<file path="config.mk">
export PLATFORM = sky130hd
export DESIGN_NAME = l1_mau
export DESIGN_NICKNAME = d
export VERILOG_FILES = /design/src/mau_pkg.sv /design/src/mau_if.sv /design/src/mau_beat_counter.sv /design/src/mau_tag_queue.sv /design/src/mau_issue_fsm.sv /design/src/mau_line_assembler.sv /design/src/l1_mau.sv
export SDC_FILE = /design/constraint.sdc
export NUM_CORES = 1
export LEC_CHECK = 0
export ABC_AREA = 1
export BUFFER_PORTS_ARGS = -buffer_cell sky130_fd_sc_hd__buf_2
export CORE_AREA = 4 4 180 182
export CTS_BUF_LIST = sky130_fd_sc_hd__clkbuf_8 sky130_fd_sc_hd__clkbuf_16
export DETAILED_ROUTE_END_ITERATION = 12
export DIE_AREA = 0 0 184 186
export HOLD_SLACK_MARGIN = 0.12
export PLACE_DENSITY = 0.72
export SETUP_SLACK_MARGIN = 0.1
export SLEW_MARGIN = 20
export SYNTH_ARGS = -nofsm -noshare
export SYNTH_HDL_FRONTEND = slang
export SYNTH_SLANG_ARGS = --single-unit
</file>
<file path="constraint.sdc">
create_clock -name wb_clk_i -period 6.82 [get_ports wb_clk_i]
set_clock_uncertainty 0.2 [all_clocks]
set_input_delay 0.682 -clock wb_clk_i [delete_from_list [all_inputs] [get_ports wb_clk_i]]
set_output_delay 0.682 -clock wb_clk_i [all_outputs]
set_load 0.05 [all_outputs]
</file>
<file path="src/mau_pkg.sv">
// Shared widths and types for the L1 memory access unit
// Byte addresses are 32 bits and the Wishbone data path is one 32-bit word
// The beat index is 4 bits, so a line holds at most 16 words
package mau_pkg;

	parameter int MAU_ADDR_WIDTH = 32;
	parameter int MAU_DATA_WIDTH = 32;
	parameter int MAU_BE_WIDTH   = 4;
	parameter int MAU_CNT_WIDTH  = 4;

	// Which cache port a request came from
	typedef enum logic {
		SRC_I = 1'b0,
		SRC_D = 1'b1
	} mau_src_e;

	// Issue side states
	typedef enum logic {
		ISSUE_IDLE  = 1'b0,
		ISSUE_BURST = 1'b1
	} mau_issue_state_e;

	// One outstanding request as seen by the ack side
	typedef struct packed {
		mau_src_e                 src;
		logic                     we;
		logic                     nc;
		// Zero for writes and uncached reads
		logic [MAU_CNT_WIDTH-1:0] last_idx;
	} mau_tag_t;

endpackage

</file>
<file path="src/mau_if.sv">
// Internal interfaces of the memory access unit
// mau_tag_if carries request tags from the issue side to the ack side
// mau_cnt_if connects a beat counter to the module that steers it
`timescale 1ns/1ns

interface mau_tag_if;

	logic                push;
	mau_pkg::mau_tag_t   push_tag;
	logic                full;
	logic                pop;
	mau_pkg::mau_tag_t   pop_tag;
	logic                empty;

	modport issue   (output push, output push_tag, input full);
	modport queue   (input push, input push_tag, input pop,
	                 output full, output pop_tag, output empty);
	modport collect (output pop, input pop_tag, input empty);

endinterface

interface mau_cnt_if;

	logic                               load;
	logic [mau_pkg::MAU_CNT_WIDTH-1:0]  limit;
	logic                               step;
	logic [mau_pkg::MAU_CNT_WIDTH-1:0]  idx;
	logic                               last;

	modport ctrl (output load, output limit, output step, input idx, input last);
	modport cnt  (input load, input limit, input step, output idx, output last);

endinterface

</file>
<file path="src/mau_beat_counter.sv">
// Beat counter with a loadable limit
// A step in the load cycle counts the beat taken in that same cycle
// The controller must never step once the index has reached the limit
`timescale 1ns/1ns

module mau_beat_counter (
	input  logic  wb_clk_i,
	input  logic  rst_n,
	mau_cnt_if.cnt cnt
);

	localparam int W = mau_pkg::MAU_CNT_WIDTH;

	logic [W-1:0] idx_q;
	logic [W-1:0] limit_q;

	always_ff @(posedge wb_clk_i or negedge rst_n) begin
		if (!rst_n) begin
			idx_q   <= '0;
			limit_q <= '0;
		end else if (cnt.load) begin
			limit_q <= cnt.limit;
			idx_q   <= {{(W-1){1'b0}}, cnt.step};
		end else if (cnt.step) begin
			idx_q <= idx_q + 1'b1;
		end
	end

	assign cnt.idx  = idx_q;
	assign cnt.last = (idx_q == limit_q);

	// Controller keeps the count inside the loaded limit
	a_no_overstep: assert property (@(posedge wb_clk_i) disable iff (!rst_n)
		cnt.step |-> (cnt.load ? (cnt.limit != '0) : !cnt.last));

endmodule

</file>
<file path="src/mau_tag_queue.sv">
// Circular FIFO of outstanding request tags
// The head tag is visible on pop_tag whenever the queue is not empty
// A push while full is not guarded here, the issue side must check full
`timescale 1ns/1ns

module mau_tag_queue #(
	parameter int TAG_DEPTH = 2
) (
	input  logic     wb_clk_i,
	input  logic     rst_n,
	mau_tag_if.queue q
);

	localparam int PTR_W = (TAG_DEPTH > 1) ? $clog2(TAG_DEPTH) : 1;
	localparam int CNT_W = $clog2(TAG_DEPTH + 1);

	mau_pkg::mau_tag_t mem_q [TAG_DEPTH];
	logic [PTR_W-1:0]  wr_ptr_q;
	logic [PTR_W-1:0]  rd_ptr_q;
	logic [CNT_W-1:0]  count_q;

	function automatic logic [PTR_W-1:0] ptr_inc(input logic [PTR_W-1:0] ptr);
		if (ptr == PTR_W'(TAG_DEPTH - 1))
			return '0;
		return ptr + 1'b1;
	endfunction

	always_ff @(posedge wb_clk_i) begin
		if (q.push)
			mem_q[wr_ptr_q] <= q.push_tag;
	end

	always_ff @(posedge wb_clk_i or negedge rst_n) begin
		if (!rst_n) begin
			wr_ptr_q <= '0;
			rd_ptr_q <= '0;
			count_q  <= '0;
		end else begin
			if (q.push)
				wr_ptr_q <= ptr_inc(wr_ptr_q);
			if (q.pop)
				rd_ptr_q <= ptr_inc(rd_ptr_q);
			case ({q.push, q.pop})
				2'b10:   count_q <= count_q + 1'b1;
				2'b01:   count_q <= count_q - 1'b1;
				default: count_q <= count_q;
			endcase
		end
	end

	assign q.full    = (count_q == CNT_W'(TAG_DEPTH));
	assign q.empty   = (count_q == '0);
	assign q.pop_tag = mem_q[rd_ptr_q];

	a_no_push_full: assert property (@(posedge wb_clk_i) disable iff (!rst_n)
		q.push |-> !q.full);

	a_no_pop_empty: assert property (@(posedge wb_clk_i) disable iff (!rst_n)
		q.pop |-> !q.empty);

endmodule

</file>
<file path="src/mau_issue_fsm.sv">
// Request arbiter and Wishbone B4 pipelined master, issue side only
// The data port wins over the instruction port when both are pending
// Cached reads must be line aligned, the address just steps one word per beat
// wb_cyc_o stays high until the port ack of the last outstanding request,
// one cycle past its final wb_ack_i
`timescale 1ns/1ns

module mau_issue_fsm #(
	parameter int LINE_WORDS = 4
) (
	input  logic                                wb_clk_i,
	input  logic                                rst_n,
	input  logic                                l1i_req_val_i,
	input  logic [mau_pkg::MAU_ADDR_WIDTH-1:0]  l1i_req_addr_i,
	input  logic                                l1d_req_val_i,
	input  logic                                l1d_req_nc_i,
	input  logic                                l1d_req_we_i,
	input  logic [mau_pkg::MAU_ADDR_WIDTH-1:0]  l1d_req_addr_i,
	input  logic [mau_pkg::MAU_DATA_WIDTH-1:0]  l1d_req_wdata_i,
	input  logic [mau_pkg::MAU_BE_WIDTH-1:0]    l1d_req_be_i,
	input  logic                                l1i_req_ack_i,
	input  logic                                l1d_req_ack_i,
	input  logic                                wb_stall_i,
	output logic [mau_pkg::MAU_ADDR_WIDTH-1:0]  wb_adr_o,
	output logic [mau_pkg::MAU_DATA_WIDTH-1:0]  wb_dat_o,
	output logic [mau_pkg::MAU_BE_WIDTH-1:0]    wb_sel_o,
	output logic                                wb_we_o,
	output logic                                wb_stb_o,
	output logic                                wb_cyc_o,
	mau_tag_if.issue                            tag,
	mau_cnt_if.ctrl                             cnt
);

	mau_pkg::mau_issue_state_e state_q;
	mau_pkg::mau_issue_state_e state_d;

	logic sent_i_q;
	logic sent_d_q;
	logic sent_i_d;
	logic sent_d_d;
	logic acc_i;
	logic acc_d;
	logic accept;
	logic d_single;
	logic beat_acc;

	// ------------------------------
	// Arbitration
	// ------------------------------

	assign acc_d  = (state_q == mau_pkg::ISSUE_IDLE) & l1d_req_val_i & ~sent_d_q & ~tag.full;
	assign acc_i  = (state_q == mau_pkg::ISSUE_IDLE) & l1i_req_val_i & ~sent_i_q & ~tag.full
	                & ~acc_d;
	assign accept = acc_d | acc_i;

	// Writes and uncached reads move one word
	assign d_single = l1d_req_we_i | l1d_req_nc_i;

	always_comb begin
		tag.push_tag.src      = acc_d ? mau_pkg::SRC_D : mau_pkg::SRC_I;
		tag.push_tag.we       = acc_d & l1d_req_we_i;
		tag.push_tag.nc       = acc_d & l1d_req_nc_i;
		tag.push_tag.last_idx = (acc_d & d_single) ? '0
		                        : mau_pkg::MAU_CNT_WIDTH'(LINE_WORDS - 1);
	end

	assign tag.push   = accept;
	assign cnt.load   = accept;
	assign cnt.limit  = tag.push_tag.last_idx;

	// A port stays busy from acceptance until its own ack
	assign sent_d_d = acc_d | (sent_d_q & ~l1d_req_ack_i);
	assign sent_i_d = acc_i | (sent_i_q & ~l1i_req_ack_i);

	// ------------------------------
	// Burst control
	// ------------------------------

	assign beat_acc = (state_q == mau_pkg::ISSUE_BURST) & ~wb_stall_i;
	assign cnt.step = beat_acc & ~cnt.last;

	always_comb begin
		state_d = state_q;
		case (state_q)
			mau_pkg::ISSUE_IDLE:
				if (accept)
					state_d = mau_pkg::ISSUE_BURST;
			mau_pkg::ISSUE_BURST:
				if (beat_acc && cnt.last)
					state_d = mau_pkg::ISSUE_IDLE;
			default:
				state_d = mau_pkg::ISSUE_IDLE;
		endcase
	end

	always_ff @(posedge wb_clk_i or negedge rst_n) begin
		if (!rst_n) begin
			state_q  <= mau_pkg::ISSUE_IDLE;
			sent_i_q <= 1'b0;
			sent_d_q <= 1'b0;
			wb_stb_o <= 1'b0;
			wb_cyc_o <= 1'b0;
			wb_we_o  <= 1'b0;
		end else begin
			state_q  <= state_d;
			sent_i_q <= sent_i_d;
			sent_d_q <= sent_d_d;
			wb_stb_o <= (state_d == mau_pkg::ISSUE_BURST);
			wb_cyc_o <= (state_d == mau_pkg::ISSUE_BURST) | sent_i_d | sent_d_d;
			if (accept)
				wb_we_o <= acc_d & l1d_req_we_i;
		end
	end

	// Beat payload, held while stalled
	always_ff @(posedge wb_clk_i) begin
		if (accept) begin
			wb_adr_o <= acc_d ? l1d_req_addr_i : l1i_req_addr_i;
			wb_dat_o <= l1d_req_wdata_i;
			wb_sel_o <= (acc_d & d_single) ? l1d_req_be_i : '1;
		end else if (cnt.step) begin
			wb_adr_o <= wb_adr_o + mau_pkg::MAU_ADDR_WIDTH'(mau_pkg::MAU_DATA_WIDTH / 8);
		end
	end

	// A port ack always closes a request this side accepted
	a_ack_i_sent: assert property (@(posedge wb_clk_i) disable iff (!rst_n)
		l1i_req_ack_i |-> sent_i_q);

	a_ack_d_sent: assert property (@(posedge wb_clk_i) disable iff (!rst_n)
		l1d_req_ack_i |-> sent_d_q);

endmodule

</file>
<file path="src/mau_line_assembler.sv">
// Ack side of the memory access unit
// Acked words are gathered into one line register per port
// Each wb_ack_i belongs to the tag at the head of the queue, acks come in order
// Port data holds until the next read ack of the same port, writes leave it alone
`timescale 1ns/1ns

module mau_line_assembler #(
	parameter int LINE_WORDS = 4
) (
	input  logic                                         wb_clk_i,
	input  logic                                         rst_n,
	input  logic                                         wb_ack_i,
	input  logic [mau_pkg::MAU_DATA_WIDTH-1:0]           wb_dat_i,
	mau_tag_if.collect                                   tag,
	mau_cnt_if.ctrl                                      cnt,
	output logic                                         l1i_req_ack_o,
	output logic [LINE_WORDS*mau_pkg::MAU_DATA_WIDTH-1:0] l1i_ack_data_o,
	output logic                                         l1d_req_ack_o,
	output logic [LINE_WORDS*mau_pkg::MAU_DATA_WIDTH-1:0] l1d_ack_data_o,
	output logic                                         l1d_ack_nc_o,
	output logic                                         l1d_ack_we_o
);

	localparam int DW = mau_pkg::MAU_DATA_WIDTH;

	mau_pkg::mau_tag_t                    head;
	logic                                 collecting_q;
	logic                                 ack_last;
	logic [mau_pkg::MAU_CNT_WIDTH-1:0]    wr_idx;

	assign head = tag.pop_tag;

	// First ack of a request uses the head tag directly
	assign ack_last = collecting_q ? cnt.last : (head.last_idx == '0);
	assign wr_idx   = collecting_q ? cnt.idx : '0;

	assign cnt.load  = wb_ack_i & ~collecting_q;
	assign cnt.limit = head.last_idx;
	assign cnt.step  = wb_ack_i & ~ack_last;
	assign tag.pop   = wb_ack_i & ack_last;

	// ------------------------------
	// Port acks
	// ------------------------------

	always_ff @(posedge wb_clk_i or negedge rst_n) begin
		if (!rst_n) begin
			collecting_q  <= 1'b0;
			l1i_req_ack_o <= 1'b0;
			l1d_req_ack_o <= 1'b0;
			l1d_ack_nc_o  <= 1'b0;
			l1d_ack_we_o  <= 1'b0;
		end else begin
			if (wb_ack_i)
				collecting_q <= ~ack_last;
			l1i_req_ack_o <= tag.pop & (head.src == mau_pkg::SRC_I);
			l1d_req_ack_o <= tag.pop & (head.src == mau_pkg::SRC_D);
			if (tag.pop && head.src == mau_pkg::SRC_D) begin
				l1d_ack_nc_o <= head.nc;
				l1d_ack_we_o <= head.we;
			end
		end
	end

	// ------------------------------
	// Line data
	// ------------------------------

	always_ff @(posedge wb_clk_i) begin
		if (wb_ack_i && !head.we) begin
			if (head.src == mau_pkg::SRC_D)
				l1d_ack_data_o[wr_idx*DW +: DW] <= wb_dat_i;
			else
				l1i_ack_data_o[wr_idx*DW +: DW] <= wb_dat_i;
		end
	end

	// Every bus ack must match a request issued earlier
	a_ack_has_tag: assert property (@(posedge wb_clk_i) disable iff (!rst_n)
		wb_ack_i |-> !tag.empty);

endmodule

</file>
<file path="src/l1_mau.sv">
// L1 memory access unit, top level
// Instruction line fills and data read, write and uncached requests become
// Wishbone B4 pipelined bursts, one word per beat
// Cached read addresses must be line aligned
// No err, rty, lock or tag signals on the bus
`timescale 1ns/1ns

module l1_mau #(
	parameter int LINE_WORDS = 4,
	parameter int TAG_DEPTH  = 2
) (
	input  logic                                          wb_clk_i,
	input  logic                                          rst_n,

	// Instruction cache port
	input  logic                                          l1i_req_val_i,
	input  logic [mau_pkg::MAU_ADDR_WIDTH-1:0]            l1i_req_addr_i,
	output logic                                          l1i_req_ack_o,
	output logic [LINE_WORDS*mau_pkg::MAU_DATA_WIDTH-1:0] l1i_ack_data_o,

	// Data cache port
	input  logic                                          l1d_req_val_i,
	input  logic                                          l1d_req_nc_i,
	input  logic                                          l1d_req_we_i,
	input  logic [mau_pkg::MAU_ADDR_WIDTH-1:0]            l1d_req_addr_i,
	input  logic [mau_pkg::MAU_DATA_WIDTH-1:0]            l1d_req_wdata_i,
	input  logic [mau_pkg::MAU_BE_WIDTH-1:0]              l1d_req_be_i,
	output logic                                          l1d_req_ack_o,
	output logic [LINE_WORDS*mau_pkg::MAU_DATA_WIDTH-1:0] l1d_ack_data_o,
	output logic                                          l1d_ack_nc_o,
	output logic                                          l1d_ack_we_o,

	// Wishbone master
	input  logic                                          wb_ack_i,
	input  logic [mau_pkg::MAU_DATA_WIDTH-1:0]            wb_dat_i,
	input  logic                                          wb_stall_i,
	output logic [mau_pkg::MAU_ADDR_WIDTH-1:0]            wb_adr_o,
	output logic [mau_pkg::MAU_DATA_WIDTH-1:0]            wb_dat_o,
	output logic [mau_pkg::MAU_BE_WIDTH-1:0]              wb_sel_o,
	output logic                                          wb_we_o,
	output logic                                          wb_stb_o,
	output logic                                          wb_cyc_o
);

	mau_tag_if tag_if ();
	mau_cnt_if issue_cnt_if ();
	mau_cnt_if ack_cnt_if ();

	mau_issue_fsm #(
		.LINE_WORDS (LINE_WORDS)
	) u_issue_fsm (
		.wb_clk_i        (wb_clk_i),
		.rst_n           (rst_n),
		.l1i_req_val_i   (l1i_req_val_i),
		.l1i_req_addr_i  (l1i_req_addr_i),
		.l1d_req_val_i   (l1d_req_val_i),
		.l1d_req_nc_i    (l1d_req_nc_i),
		.l1d_req_we_i    (l1d_req_we_i),
		.l1d_req_addr_i  (l1d_req_addr_i),
		.l1d_req_wdata_i (l1d_req_wdata_i),
		.l1d_req_be_i    (l1d_req_be_i),
		.l1i_req_ack_i   (l1i_req_ack_o),
		.l1d_req_ack_i   (l1d_req_ack_o),
		.wb_stall_i      (wb_stall_i),
		.wb_adr_o        (wb_adr_o),
		.wb_dat_o        (wb_dat_o),
		.wb_sel_o        (wb_sel_o),
		.wb_we_o         (wb_we_o),
		.wb_stb_o        (wb_stb_o),
		.wb_cyc_o        (wb_cyc_o),
		.tag             (tag_if.issue),
		.cnt             (issue_cnt_if.ctrl)
	);

	mau_beat_counter issue_cnt (
		.wb_clk_i (wb_clk_i),
		.rst_n    (rst_n),
		.cnt      (issue_cnt_if.cnt)
	);

	mau_beat_counter ack_cnt (
		.wb_clk_i (wb_clk_i),
		.rst_n    (rst_n),
		.cnt      (ack_cnt_if.cnt)
	);

	mau_tag_queue #(
		.TAG_DEPTH (TAG_DEPTH)
	) u_tag_queue (
		.wb_clk_i (wb_clk_i),
		.rst_n    (rst_n),
		.q        (tag_if.queue)
	);

	mau_line_assembler #(
		.LINE_WORDS (LINE_WORDS)
	) u_line_assembler (
		.wb_clk_i       (wb_clk_i),
		.rst_n          (rst_n),
		.wb_ack_i       (wb_ack_i),
		.wb_dat_i       (wb_dat_i),
		.tag            (tag_if.collect),
		.cnt            (ack_cnt_if.ctrl),
		.l1i_req_ack_o  (l1i_req_ack_o),
		.l1i_ack_data_o (l1i_ack_data_o),
		.l1d_req_ack_o  (l1d_req_ack_o),
		.l1d_ack_data_o (l1d_ack_data_o),
		.l1d_ack_nc_o   (l1d_ack_nc_o),
		.l1d_ack_we_o   (l1d_ack_we_o)
	);

endmodule

</file>
Word level (Yosys, flattened, before mapping)
Memory sizes are Yosys's and may differ from the RTL's.
Cells that the tools add are included.
{"block": "totals", "register_bits": 354, "ram_bits": 10, "input_bits": 140, "output_inout_bits": 331, "memories": 1}
{"block": "op_classes", "add_sub_neg": 8, "n_eq_ne": 5, "n_shift": 2, "mux": 26, "bitwise_logic": 37, "reduce_logical": 10}
{"memory": "u_tag_queue.mem_q", "depth": 2, "width": 5, "rd": 1, "rd_clocked_by_memory_dff": 0, "wr": 1, "line_no": "mau_tag_queue.sv:17", "text": "mau_pkg::mau_tag_t mem_q [TAG_DEPTH];"}
{"op": "128-bit bitwise mux", "count": 2}
{"op": "32-bit by 34-bit variable shift with 128-bit output (first input constant)", "count": 1}
{"op": "32-bit by 34-bit indexed part select with 128-bit output", "count": 1}
{"op": "32-bit two-way mux", "count": 3}
{"op": "9-bit negation with 34-bit output", "count": 1}
{"op": "32-bit by 3-bit adder with 32-bit output (second input constant)", "count": 1}
{"op": "4-bit two-way mux", "count": 5}
{"op": "1-bit AND", "count": 19}
{"op": "1-bit two-way mux", "count": 13}
{"op": "1-bit NOT", "count": 12}
{"op": "4-bit by 1-bit adder with 4-bit output (second input constant)", "count": 2}
{"op": "4-bit == test", "count": 2}
{"op": "1-bit OR", "count": 6}
{"op": "2-bit nonzero test", "count": 3}
{"op": "2-bit == test (second input constant)", "count": 2}
{"op": "4-bit zero test", "count": 1}
{"op": "2-bit one-hot mux with 2 select lines", "count": 1}
{"op": "2-bit AND reduction", "count": 2}
{"op": "1-bit logical AND", "count": 3}
{"op": "1-bit adder (second input constant)", "count": 2}
{"op": "2-bit by 1-bit adder with 2-bit output (second input constant)", "count": 1}
{"op": "2-bit by 1-bit == test with 1-bit output (second input constant)", "count": 1}
{"op": "2-bit two-way mux", "count": 1}
{"op": "1-bit one-hot mux with 2 select lines", "count": 1}
{"op": "2 further kinds", "count": 2}

Logic depth before layout (Yosys ltp)
Gate-level depths: netlist (run 1).
{"block": "logic_depth", "depth_word": 11, "mapped_depth": 10, "depth_no_buf": 10}

By module
From an unflattened synthesis (run 1), not the netlist that was laid out.
{"block": "unflattened", "hier_cells": 1134, "hier_area_um2": 14481.4}
{"module": "mau_line_assembler", "n_inst": 1, "cells_per_inst": 541, "area_per_inst_um2": 9078.7}
{"module": "mau_issue_fsm", "n_inst": 1, "cells_per_inst": 435, "area_per_inst_um2": 3902.5}
{"module": "mau_beat_counter", "n_inst": 2, "cells_per_inst": 49, "area_per_inst_um2": 389.1}
{"module": "mau_tag_queue", "n_inst": 1, "cells_per_inst": 60, "area_per_inst_um2": 721.9}

Worst setup path after synthesis (run 1)
Ideal clock, no wire load.
{"block": "synth_path", "kind": "register to register", "from": "register u_line_assembler.collecting_q (netlist name)", "to": "register u_line_assembler.l1i_ack_data_o[100] (netlist bit), enable pin", "setup_time_ps": 461, "t_arrival_ps": 3693, "path_slack_ps": 2466, "stages_incl_launch_ff": 9, "synth_period_minus_slack_ps": 4354, "cell_sequence": "dfrtp_1 nand2_1 clkbuf_1 ha_1 or2_0 nand2_1 nor2_1 inv_1 nor3_1"}
{"item": "end signal: indexed assignment", "line_no": "mau_line_assembler.sv:74", "text": "l1i_ack_data_o[wr_idx*DW +: DW] <= wb_dat_i;"}
{"item": "end: declaration", "line_no": "mau_line_assembler.sv:17", "text": "output logic [LINE_WORDS*mau_pkg::MAU_DATA_WIDTH-1:0] l1i_ack_data_o,"}

==> results.tsv, run 1 <==
stage	metric	value	unit
status	status	completed	
placement	port buffer count	470	
placement	GP Congestion	0.907	
yosys	largest family of logic cells by synthesized area	simple AND/OR/NAND/NOR gates	
die	# rows	64	
routing	DRC viols	0	
clock_network	Sink Count	356	
routing	WL final	39.9	mm
routing	DRT Pass-1 Iters	5	
timing	Setup-failing EPs final	0	
yosys	Syn Nets	1205	
cells_and_area	share of cells above drive strength 1	0.356	
routing	Routed met1 length	14.5	mm
die	# IOs	471	
die	die width	184	um
yosys	Synth Flop Type	edfxtp_1	
timing	total negative slack	0	ns
power	Switching Fraction	0.394	
die	Initial Util	0.450	
yosys	Cell Area, Synth	13800	um^2
routing	top layer in use	met5	
die	core area	30600	um^2
yosys	multiplexer area fraction after synthesis	0	
routing	met3 routed WL	3.80	mm
yosys	Synth cell types	32	
clock_network	root buf cell	clkbuf_16	
power	Clock Power Share	0.259	
cells_and_area	P&R area growth vs syn	29.7	%
setup_path	Crit Path Max Fanout	69	
global_routing	gr usage total	0.221	
yosys	Yosys reg bits	356	
yosys	share of the synthesized area in the top cell type	0.724	
clock_network	CTS H-tree lvls	2	
global_routing	largest net degree at the start of global routing	74	
timing	unrepaired setup endpoints after global routing	false	
yosys	simple-gate share of the synthesized area	0.141	
global_routing	first-pass GRT wire length	57.3	mm
setup_path	r2r setup slk	3.02	ns
yosys	adder and majority gate portion of the synthesized area	0.00545	
power	sequential share of power	0.423	
clock_network	clock-pin slew on the worst setup and hold paths	0.06	ns
clock_network	postcts setup bufs	0	
power	PwrDens	411	nW/um^2
clock_network	CTS tree	built	
setup_path	required time of the critical path	6.77	ns
run	Max Cap Viol	0	
yosys	sequential share of the synthesized area	0.768	
cells_and_area	leading cell type in the layout, fill and taps excluded	buf_2	
global_routing	GRT overflow	0	
routing	via/cell ratio	5.06	
hold_path	hold path depth	1	
cells_and_area	Final nets	1706	
die	Die Ht	186	um
clock_network	TritonCTS Buffers	37	
timing	final hold violation count	0	
timing	maximum clock rate	263	MHz
clock_network	Clock Path Buffers	3	
routing	DR WL/cell	20.1	um
yosys	Post-synth EDFFs	332	
die	full die area	34200	um^2
routing	Final ANT Viol Nets	0	
hold_path	Hold Path Class	input port to flop	
power	internal power	4.44	mW
placement	DP HPWL	28.9	mm
clock_network	hold buffer count at CTS	12	
yosys	Yosys top cell by area	edfxtp_1	
yosys	xor-xnor portion of the synthesized cell area	0.0121	
timing	max-slew violations	0	
yosys	synthesized instance count	1059	
global_routing	vias in the first global route	9859	
setup_path	Critical Path AT	3.75	ns
timing	period utilization	0.557	
cells_and_area	most frequent cells in the layout	buf_2 (470), edfxtp_1 (332), nand2_1 (181)	
setup_path	worst setup path class	flop to flop	
global_routing	initial antenna violation count	3	
clock_network	# resized after CTS	0	
power	leak pwr	7.54	nW
cells_and_area	filler instances	2509	
routing	vias	10000	
setup_path	reg2reg path depth	9	
yosys	most area-consuming cells after synthesis	edfxtp_1 (72%), nand2_1 (5.0%), dfrtp_1 (4.4%)	
setup_path	crit end category	flop	
timing	slew of the pin with the lowest slew margin	1.08	ns
timing	relative slew slack	0.279	
timing	Period minus WS final	3.80	ns
power	VDD IR max	0.354	mV
power	logic gate share of total power	0.318	
power	reported net switching power	2.89	mW
routing	DRT iter0 DRCs	814	
yosys	Ys Warns	0	
setup_path	CP startpoint kind	flop	
yosys	Avg Cell Area, Syn	13.0	um^2
cells_and_area	post-route cell area	17900	um^2
routing	routed length on met2	20.5	mm
yosys	async set-or-reset flop fraction in the synthesized netlist	0.0674	
yosys	Synth Area in Compound Gates	0.0312	
placement	DP Area	16500	um^2
clock_network	worst-skew pair later-pin latency	0.52	ns
cells_and_area	Core Util, Final	0.584	
## through the flow
stage | setup WS, ns | hold WS (ns) | power (mW) | std cells
after detailed placement | 2.85 | 0.265 | 5.49 | 1902
after global placement | 2.89 | 0.254 | 5.44 | 1902
after CTS | 2.82 | 0.120 | 7.39 | 1979
after global routing | 2.72 | 0.122 | 7.70 | 1983
final | 3.02 | 0.144 | 7.34 | 1983
after floorplan | 2.47 | 0.186 | 4.87 | 1059
## path summary, 6_finish.rpt
path	from	to
worst max-delay path	ack_cnt.cnt.idx[0]$_DFFE_PN0P_	u_line_assembler.l1i_ack_data_o[19]$_DFFE_PP_
worst min-delay path	l1d_req_wdata_i[4]	u_issue_fsm.wb_dat_o[4]$_DFFE_PN_
worst max register to register	ack_cnt.cnt.idx[0]$_DFFE_PN0P_	u_line_assembler.l1i_ack_data_o[19]$_DFFE_PP_
worst min register to register	u_tag_queue.count_q[1]$_DFFE_PN0P_	u_tag_queue.count_q[1]$_DFFE_PN0P_
max in group asynchronous	rst_n	u_line_assembler.collecting_q$_DFFE_PN0P_
min in group asynchronous	rst_n	u_line_assembler.l1d_ack_we_o$_DFFE_PN0P_
## power groups by stage
stage / logic, mW / clock network (mW) / registers, mW
after detailed placement: 2.34 / 0 / 3.15
after CTS: 2.36 / 1.93 / 3.10
after global placement: 2.30 / 0 / 3.14
after floorplan: 1.01 / 0 / 3.87
final: 2.33 / 1.90 / 3.10
after global routing: 2.54 / 2.02 / 3.14
## cell usage after synthesis, types with 4 or more instances
cell type and count:
edfxtp_1 332, nand2_1 183, nor2_1 154, inv_1 97, nor3_1 66, o21ai_0 57
nand3_1 40, dfrtp_1 24, buf_2 16, xor2_1 11, a21oi_1 8, buf_6 8
clkbuf_1 8, xnor2_1 8, or2_2 7, ha_1 6, nand4_1 5, o22ai_1 5
o21ai_1 4
## routing by layer
metal  vias up  global-route usage
li1       4672                   -
met1      4737               0.267
met2       561               0.399
met3        65              0.0498
met4         4              0.0630
met5         -                   0
## final cells by class
cell class | count | area, um^2 | share of cell area
Timing Repair Buffer | 495 | 2600 | 0.145
Tap cell | 396 | 495 | 0.0277
Multi-Input combinational cell | 569 | 2670 | 0.149
Inverter | 101 | 379 | 0.0212
Clock inverter | 26 | 178 | 0.00995
Antenna cell | 1 | 2.50 | 0.000140
Sequential cell | 356 | 10600 | 0.592
Clock buffer | 39 | 965 | 0.0540
## cells by family (layout without fill, tap and decap cells)
| group | Yosys count | after routing |
|---|---|---|
| fa+ha+maj | 6 | 6 |
| other cells | 0 | 1 |
| compound gates | 81 | 81 |
| xor+xnor | 19 | 19 |
| simple gates | 463 | 463 |
| flops | 356 | 356 |
| buf+inv | 134 | 661 |
## registers in the layout, summed over array words and instances (netlist names), 2 cells and up
signal and count:
u_issue_fsm.wb_adr_o 32, ack_cnt.cnt.idx 4, u_tag_queue.mem_q 8, u_tag_queue.count_q 2, u_line_assembler.l1d_ack_data_o 128, u_line_assembler.l1i_ack_data_o 128, u_issue_fsm.wb_sel_o 4, u_issue_fsm.wb_dat_o 32
issue_cnt.cnt.idx 4
## worst max-delay path, cell delays in order, from the launching register on
cell and delay (ns):
dfrtp_1 0.46, nand2_2 0.08, buf_4 0.61, nand3_1 0.21, ha_1 0.42, inv_1 0.10
nor2_1 0.05, o21ai_0 0.20, nand3_1 0.22, nor2_4 0.84
Power figures use the tool's default switching activity.
==> run 2, diff against run 1 <==
==> constraint.sdc (replaced) <==
create_clock -name wb_clk_i -period 3.8 [get_ports wb_clk_i]
set_clock_uncertainty 0.2 [all_clocks]
set_input_delay 0.38 -clock wb_clk_i [delete_from_list [all_inputs] [get_ports wb_clk_i]]
set_output_delay 0.38 -clock wb_clk_i [all_outputs]
set_load 0.05 [all_outputs]
==> run 2 against run 1 <==
- register-to-register slack worse by 2.3 ns
- highest routed layer is now met4
- final cell count is 5.6% higher
- flip-flop and latch count stayed put
- via count is 5.7% higher
- wire length is 6.6% higher
- sequential share of layout area is 3.8 points lower
- global-route usage is 1.8 points higher
==> results.tsv, run 2 (synthesis results as in run 1) <==
stage	metric	value	unit	change
status	status	completed		
global_routing	gr usage total	0.239		+0.0181
routing	via/cell ratio	5.07		about the same
global_routing	largest net degree at the start of global routing	74		unchanged
clock_network	worst-skew pair later-pin latency	0.52	ns	about the same
clock_network	CTS H-tree lvls	2		unchanged
timing	Hold WS	0.140	ns	-0.00411 ns
routing	vias	10600		+5.7%
die	die width	184	um	unchanged
timing	maximum clock rate	320	MHz	
setup_path	Worst path slowest cell	buf_4		
routing	DR WL/cell	20.3	um	+0.94%
cells_and_area	share of cells above drive strength 1	0.329		-0.0264
placement	port buffer count	470		unchanged
cells_and_area	most frequent cells in the layout	buf_2 (470), edfxtp_1 (332), nand2_1 (181)		
setup_path	crit path buf inv count	5		+3
timing	Setup-failing EPs final	0		unchanged
timing	unrepaired setup endpoints after global routing	false		
clock_network	root buf cell	clkbuf_16		
die	full die area	34200	um^2	unchanged
timing	relative slew slack	0.384		+0.105
hold_path	hold endpoint	u_line_assembler.l1d_ack_data_o[91]$_DFFE_PP_		
setup_path	RR Endpoint	u_line_assembler.l1i_ack_data_o[14]$_DFFE_PP_		
routing	WL final	42.5	mm	+6.6%
power	VDD IR max	0.565	mV	+60%
timing	slew of the pin with the lowest slew margin	0.923	ns	-0.157 ns
timing	Period minus WS final	3.12	ns	
die	Die Ht	186	um	unchanged
clock_network	CTS tree	built		
routing	DRT iter0 DRCs	1005		+23%
global_routing	GRT overflow	0		unchanged
setup_path	reg2reg path depth	9		unchanged
cells_and_area	filler instances	2302		-8.3%
run	Max Cap Viol	0		unchanged
setup_path	most frequent cell on the critical path	dlygate4sd3_1		
setup_path	r2r setup slk	0.75	ns	-2.27 ns
die	Initial Util	0.450		unchanged
placement	GP Congestion	0.914		+0.72%
clock_network	TritonCTS Buffers	37		unchanged
routing	Routed met1 length	15.2	mm	+5.0%
cells_and_area	post-route cell area	19100	um^2	+6.8%
cells_and_area	leading cell type in the layout, fill and taps excluded	buf_2		
hold_path	hold path depth	3		+2
timing	max-slew violations	0		unchanged
clock_network	Sink Count	356		unchanged
global_routing	first-pass GRT wire length	62.7	mm	+9.6%
power	PwrDens	717	nW/um^2	+75%
routing	DRT Pass-1 Iters	5		unchanged
cells_and_area	top flop regs	u_line_assembler.l1d_ack_data_o: 128 flops, u_line_assembler.l1i_ack_data_o: 128 flops		
setup_path	Crit Path Max Fanout	73		+5.8%
placement	DP HPWL	29.0	mm	+0.45%
die	# IOs	471		unchanged
routing	top layer in use	met4		
hold_path	Hold Path Class	input port to flop		
setup_path	Critical Path AT	3.31	ns	-0.44 ns
timing	final hold violation count	0		unchanged
routing	DRC viols	0		unchanged
setup_path	max incr delay on CP	0.63	ns	-0.21 ns
routing	Final ANT Viol Nets	0		unchanged
setup_path	CP startpoint kind	input port		
setup_path	required time of the critical path	3.99	ns	-2.78 ns
routing	routed length on met2	21.9	mm	+6.5%
power	leak pwr	8.05	nW	+6.8%
setup_path	critical-path cell list	dlygate4sd3_1 > buf_2 > inv_1 > nor2_1 > nand3_1 > nand2_2 > buf_4 > o21ai_0 > o21ai_1 > dlygate4sd3_1		
cells_and_area	P&R area growth vs syn	38.5	%	
routing	met3 routed WL	4.05	mm	+6.4%
hold_path	Worst Hold Launch	wb_dat_i[27]		
cells_and_area	Final nets	1818		+6.6%
global_routing	initial antenna violation count	0		-3
setup_path	startpoint of the worst-slack reg-to-reg timing path	ack_cnt.cnt.idx[0]$_DFFE_PN0P_		
placement	DP Area	16600	um^2	+0.56%
clock_network	# resized after CTS	0		unchanged
die	# rows	64		unchanged
clock_network	clock-pin slew on the worst setup and hold paths	0.06	ns	about the same
die	core area	30600	um^2	unchanged
cells_and_area	number of diodes	0		-1
setup_path	Critical path origin	l1d_req_val_i		
setup_path	worst setup path class	input port to flop		
clock_network	Clock Path Buffers	3		unchanged
global_routing	vias in the first global route	10800		+9.7%
setup_path	Largest delay share family, worst path	buffers and inverters		
timing	period utilization	0.822		
setup_path	crit end category	flop		
==> run 2: how the worst max path moves through the flow <==
stage / endpoint / slack [ns] / depth (start not counted)
6_report: u_issue_fsm.wb_adr_o[10]$_DFFE_PP_ / 0.68 / 10
5_1_grt: u_issue_fsm.wb_adr_o[29]$_DFFE_PP_ / 0.39 / 12
4_1_cts: u_issue_fsm.wb_adr_o[26]$_DFFE_PP_ / 0.77 / 12
3_5_place_dp: u_line_assembler.l1i_ack_data_o[23]$_DFFE_PP_ / 0.78 / 9
3_3_place_gp: u_line_assembler.l1i_ack_data_o[15]$_DFFE_PP_ / 0.88 / 9
2_1_floorplan: u_line_assembler.l1i_ack_data_o[100]$_DFFE_PP_ / -0.55 / 8
==> run 2: routing by layer <==
| layer | GRT usage | vias to the layer above |
|---|---|---|
| met5 | 0 | - |
| li1 | - | 4888 |
| met2 | 0.433 | 633 |
| met3 | 0.0492 | 80 |
| met1 | 0.287 | 5006 |
| met4 | 0.0766 | 0 |
==> run 2: area by class of cell <==
class                   count  area, um^2  area share
inverters                 101         379      0.0199
repair buffers            607        3740       0.196
multi-input cells         569        2680       0.141
flip-flops and latches    356       10600       0.554
clock inverters            24         204      0.0107
clock buffers              41        1000      0.0526
well taps                 396         495      0.0260
==> run 2: worst min-delay path: stages <==
cell and delay, ns:
buf_2 0.08, inv_1 0.11, nor2_1 0.17
==> run 2: through the flow <==
| step | cells | setup WS (ns) | setup TNS [ns] | utilization | power (mW) |
|---|---|---|---|---|---|
| 3_3_place_gp | 1906 | 0.882 | 0 | 0.544 | 9.78 |
| 4_1_cts | 2094 | 0.772 | 0 | 0.623 | 13.7 |
| 2_1_floorplan | 1059 | -0.554 | -35.44 | - | 8.75 |
| 3_5_place_dp | 1906 | 0.778 | 0 | 0.544 | 9.89 |
| 6_report | 2094 | 0.676 | 0 | 0.623 | 13.7 |
| 5_1_grt | 2094 | 0.388 | 0 | 0.623 | 14.4 |
==> run 2: power by group <==
part	total [mW]	internal, mW	switching [mW]
combinational	4.54	1.14	3.40
sequential	5.56	5.14	0.413
clock	3.57	2.10	1.47
==> run 2: what timing repair did <==
| item | in CTS | in global routing |
|---|---|---|
| hold buffers | 123 | 0 |
| endpoints found under the hold margin | 217 | 0 |
| buffers inserted | 0 | 0 |
==> run 3, diff against run 2 <==
==> constraint.sdc (replaced) <==
create_clock -name wb_clk_i -period 3 [get_ports wb_clk_i]
set_clock_uncertainty 0.2 [all_clocks]
set_input_delay 0.3 -clock wb_clk_i [delete_from_list [all_inputs] [get_ports wb_clk_i]]
set_output_delay 0.3 -clock wb_clk_i [all_outputs]
set_load 0.05 [all_outputs]
==> run 3 against run 2 <==
- first-iteration DRC count shrank 11%
- worst hold slack gained 0.038 ns
- total power grew 29%
- register-to-register slack lost 0.42 ns
- die area is the same
- global-route usage grew 0.37 points
- via count grew 2.6%
- highest routed layer unchanged
==> results.tsv, run 3 (synthesis results as in run 1) <==
stage	metric	value	unit	change
cells_and_area	leading cell type in the layout, fill and taps excluded	buf_2		
clock_network	Sink Count	356		unchanged
placement	port buffer count	470		unchanged
placement	GP Congestion	0.924		+1.1%
cells_and_area	FF+latch area	10600	um^2	unchanged
cells_and_area	Final nets	1844		+1.4%
timing	Period minus WS final	2.67	ns	
cells_and_area	most frequent cells in the layout	buf_2 (470), edfxtp_1 (332), nand2_1 (181)		
routing	Final ANT Viol Nets	0		unchanged
die	# rows	64		unchanged
routing	vias	10900		+2.6%
clock_network	postcts setup bufs	0		unchanged
die	Die Ht	186	um	unchanged
timing	slew of the pin with the lowest slew margin	0.654	ns	-0.269 ns
setup_path	CP startpoint kind	flop		
power	VDD IR max	0.655	mV	+16%
clock_network	CTS tree	built		
clock_network	worst-skew pair later-pin latency	0.52	ns	about the same
setup_path	crit end category	flop		
status	status	completed		
setup_path	most frequent cell on the critical path	nand3_1		
global_routing	initial antenna violation count	0		unchanged
cells_and_area	P&R area growth vs syn	40.9	%	
routing	DRT Pass-1 Iters	8		+3
cells_and_area	top flop regs	u_line_assembler.l1d_ack_data_o: 128 flops, u_line_assembler.l1i_ack_data_o: 128 flops		
global_routing	largest net degree at the start of global routing	63		-15%
setup_path	worst setup path class	flop to flop		
cells_and_area	filler instances	2270		-1.4%
timing	unrepaired setup endpoints after global routing	false		
global_routing	vias in the first global route	10800		-0.24%
global_routing	gr usage total	0.243		+0.00375
setup_path	Worst path slowest cell	dfrtp_1		
routing	DRT iter0 DRCs	893		-11%
setup_path	crit path buf inv count	2		-3
setup_path	required time of the critical path	3.00	ns	-0.99 ns
setup_path	Critical Path AT	2.67	ns	-0.64 ns
timing	Setup-failing EPs final	0		unchanged
clock_network	root buf cell	clkbuf_16		
routing	via/cell ratio	5.13		+1.3%
run	Max Cap Viol	0		unchanged
timing	maximum clock rate	374	MHz	
power	PwrDens	912	nW/um^2	+27%
clock_network	CTS H-tree lvls	2		unchanged
global_routing	first-pass GRT wire length	63.3	mm	+0.84%
setup_path	r2r setup slk	0.33	ns	-0.42 ns
die	die width	184	um	unchanged
cells_and_area	area occupied by multi-input gates	2700	um^2	+0.75%
setup_path	Largest delay share family, worst path	simple AND/OR/NAND/NOR gates		
cells_and_area	Core Util, Final	0.634		+0.0106
die	# IOs	471		unchanged
placement	DP HPWL	30.0	mm	+3.4%
routing	WL final	43.3	mm	+1.9%
setup_path	critical-path cell list	nand2_2 > nand3_1 > ha_1 > inv_1 > nor2_1 > o21ai_0 > nand3_1 > nor2_4 > buf_4		
die	core area	30600	um^2	unchanged
timing	final hold violation count	0		unchanged
timing	period utilization	0.890		
routing	DR WL/cell	20.4	um	+0.57%
clock_network	clock-pin slew on the worst setup and hold paths	0.06	ns	about the same
setup_path	max incr delay on CP	0.48	ns	-0.15 ns
setup_path	Crit Path Max Fanout	17		-77%
die	Initial Util	0.450		unchanged
global_routing	GRT overflow	0		unchanged
cells_and_area	share of cells above drive strength 1	0.333		+0.00412
timing	Hold WS	0.178	ns	+0.0379 ns
clock_network	TritonCTS Buffers	37		unchanged
routing	DRC viols	0		unchanged
hold_path	Hold Path Class	input port to flop		
clock_network	Clock Path Buffers	3		unchanged
die	full die area	34200	um^2	unchanged
timing	relative slew slack	0.564		+0.180
power	leak pwr	8.20	nW	+1.9%
timing	max-slew violations	0		unchanged
[run 3: layout make-up]
cell class | instances | area share
Timing Repair Buffer | 633 | 0.206
Clock buffer | 40 | 0.0504
Clock inverter | 26 | 0.0141
Antenna cell | 1 | 0.000129
Inverter | 101 | 0.0195
Sequential cell | 356 | 0.545
Multi-Input combinational cell | 569 | 0.139
Tap cell | 396 | 0.0255
[run 3: report_power, final]
| group | internal [mW] | switching, mW |
|---|---|---|
| logic | 1.56 | 4.34 |
| clock network | 2.80 | 1.89 |
| registers | 6.51 | 0.580 |
| total | 10.9 | 6.81 |
[run 3: what timing repair did]
action,CTS,global route
setup endpoints to repair,0,8
hold buffers,137,0
hold endpoints to repair,348,0
resized for setup,0,3
[run 3: path summary, 6_finish.rpt]
path / cells after the start / start / to
setup / recovery: 9 / ack_cnt.cnt.idx[0]$_DFFE_PN0P_ / u_line_assembler.l1d_ack_data_o[86]$_DFFE_PP_
hold / removal: 5 / l1d_req_addr_i[26] / u_issue_fsm.wb_adr_o[26]$_DFFE_PP_
setup reg to reg: 9 / ack_cnt.cnt.idx[0]$_DFFE_PN0P_ / u_line_assembler.l1d_ack_data_o[86]$_DFFE_PP_
hold reg to reg: 2 / u_issue_fsm.wb_we_o$_DFFE_PN0N_ / u_issue_fsm.wb_we_o$_DFFE_PN0N_
max in group asynchronous: 4 / rst_n / u_tag_queue.count_q[1]$_DFFE_PN0P_
min in group asynchronous: 3 / rst_n / u_line_assembler.l1i_req_ack_o$_DFF_PN0_
[run 3: metal layers]
layer	routed length, um	global-route usage	part of all wire
met5	0	0	0
met4	1250	0.0689	0.029
met3	4320	0.0541	0.10
met2	22100	0.437	0.51
met1	15600	0.295	0.36
[run 3: worst reg2reg max path, cell delays in order, from the launching register on]
cell	delay, ns
dfrtp_1	0.48
nand2_2	0.15
nand3_1	0.10
ha_1	0.37
inv_1	0.11
nor2_1	0.05
o21ai_0	0.23
nand3_1	0.23
nor2_4	0.14
buf_4	0.29
[run 3: through the flow]
stage	setup WS, ns	cells	area [um^2]	setup TNS, ns	power (mW)
after global routing	0.174	2121	19400	0	18.5
after global placement	0.423	1918	16800	0	12.5
final	0.329	2122	19400	0	17.7
after floorplan	-0.222	1059	13800	-14.22	11.1
after detailed placement	0.358	1918	16800	0	12.6
after CTS	0.244	2121	19400	0	17.7
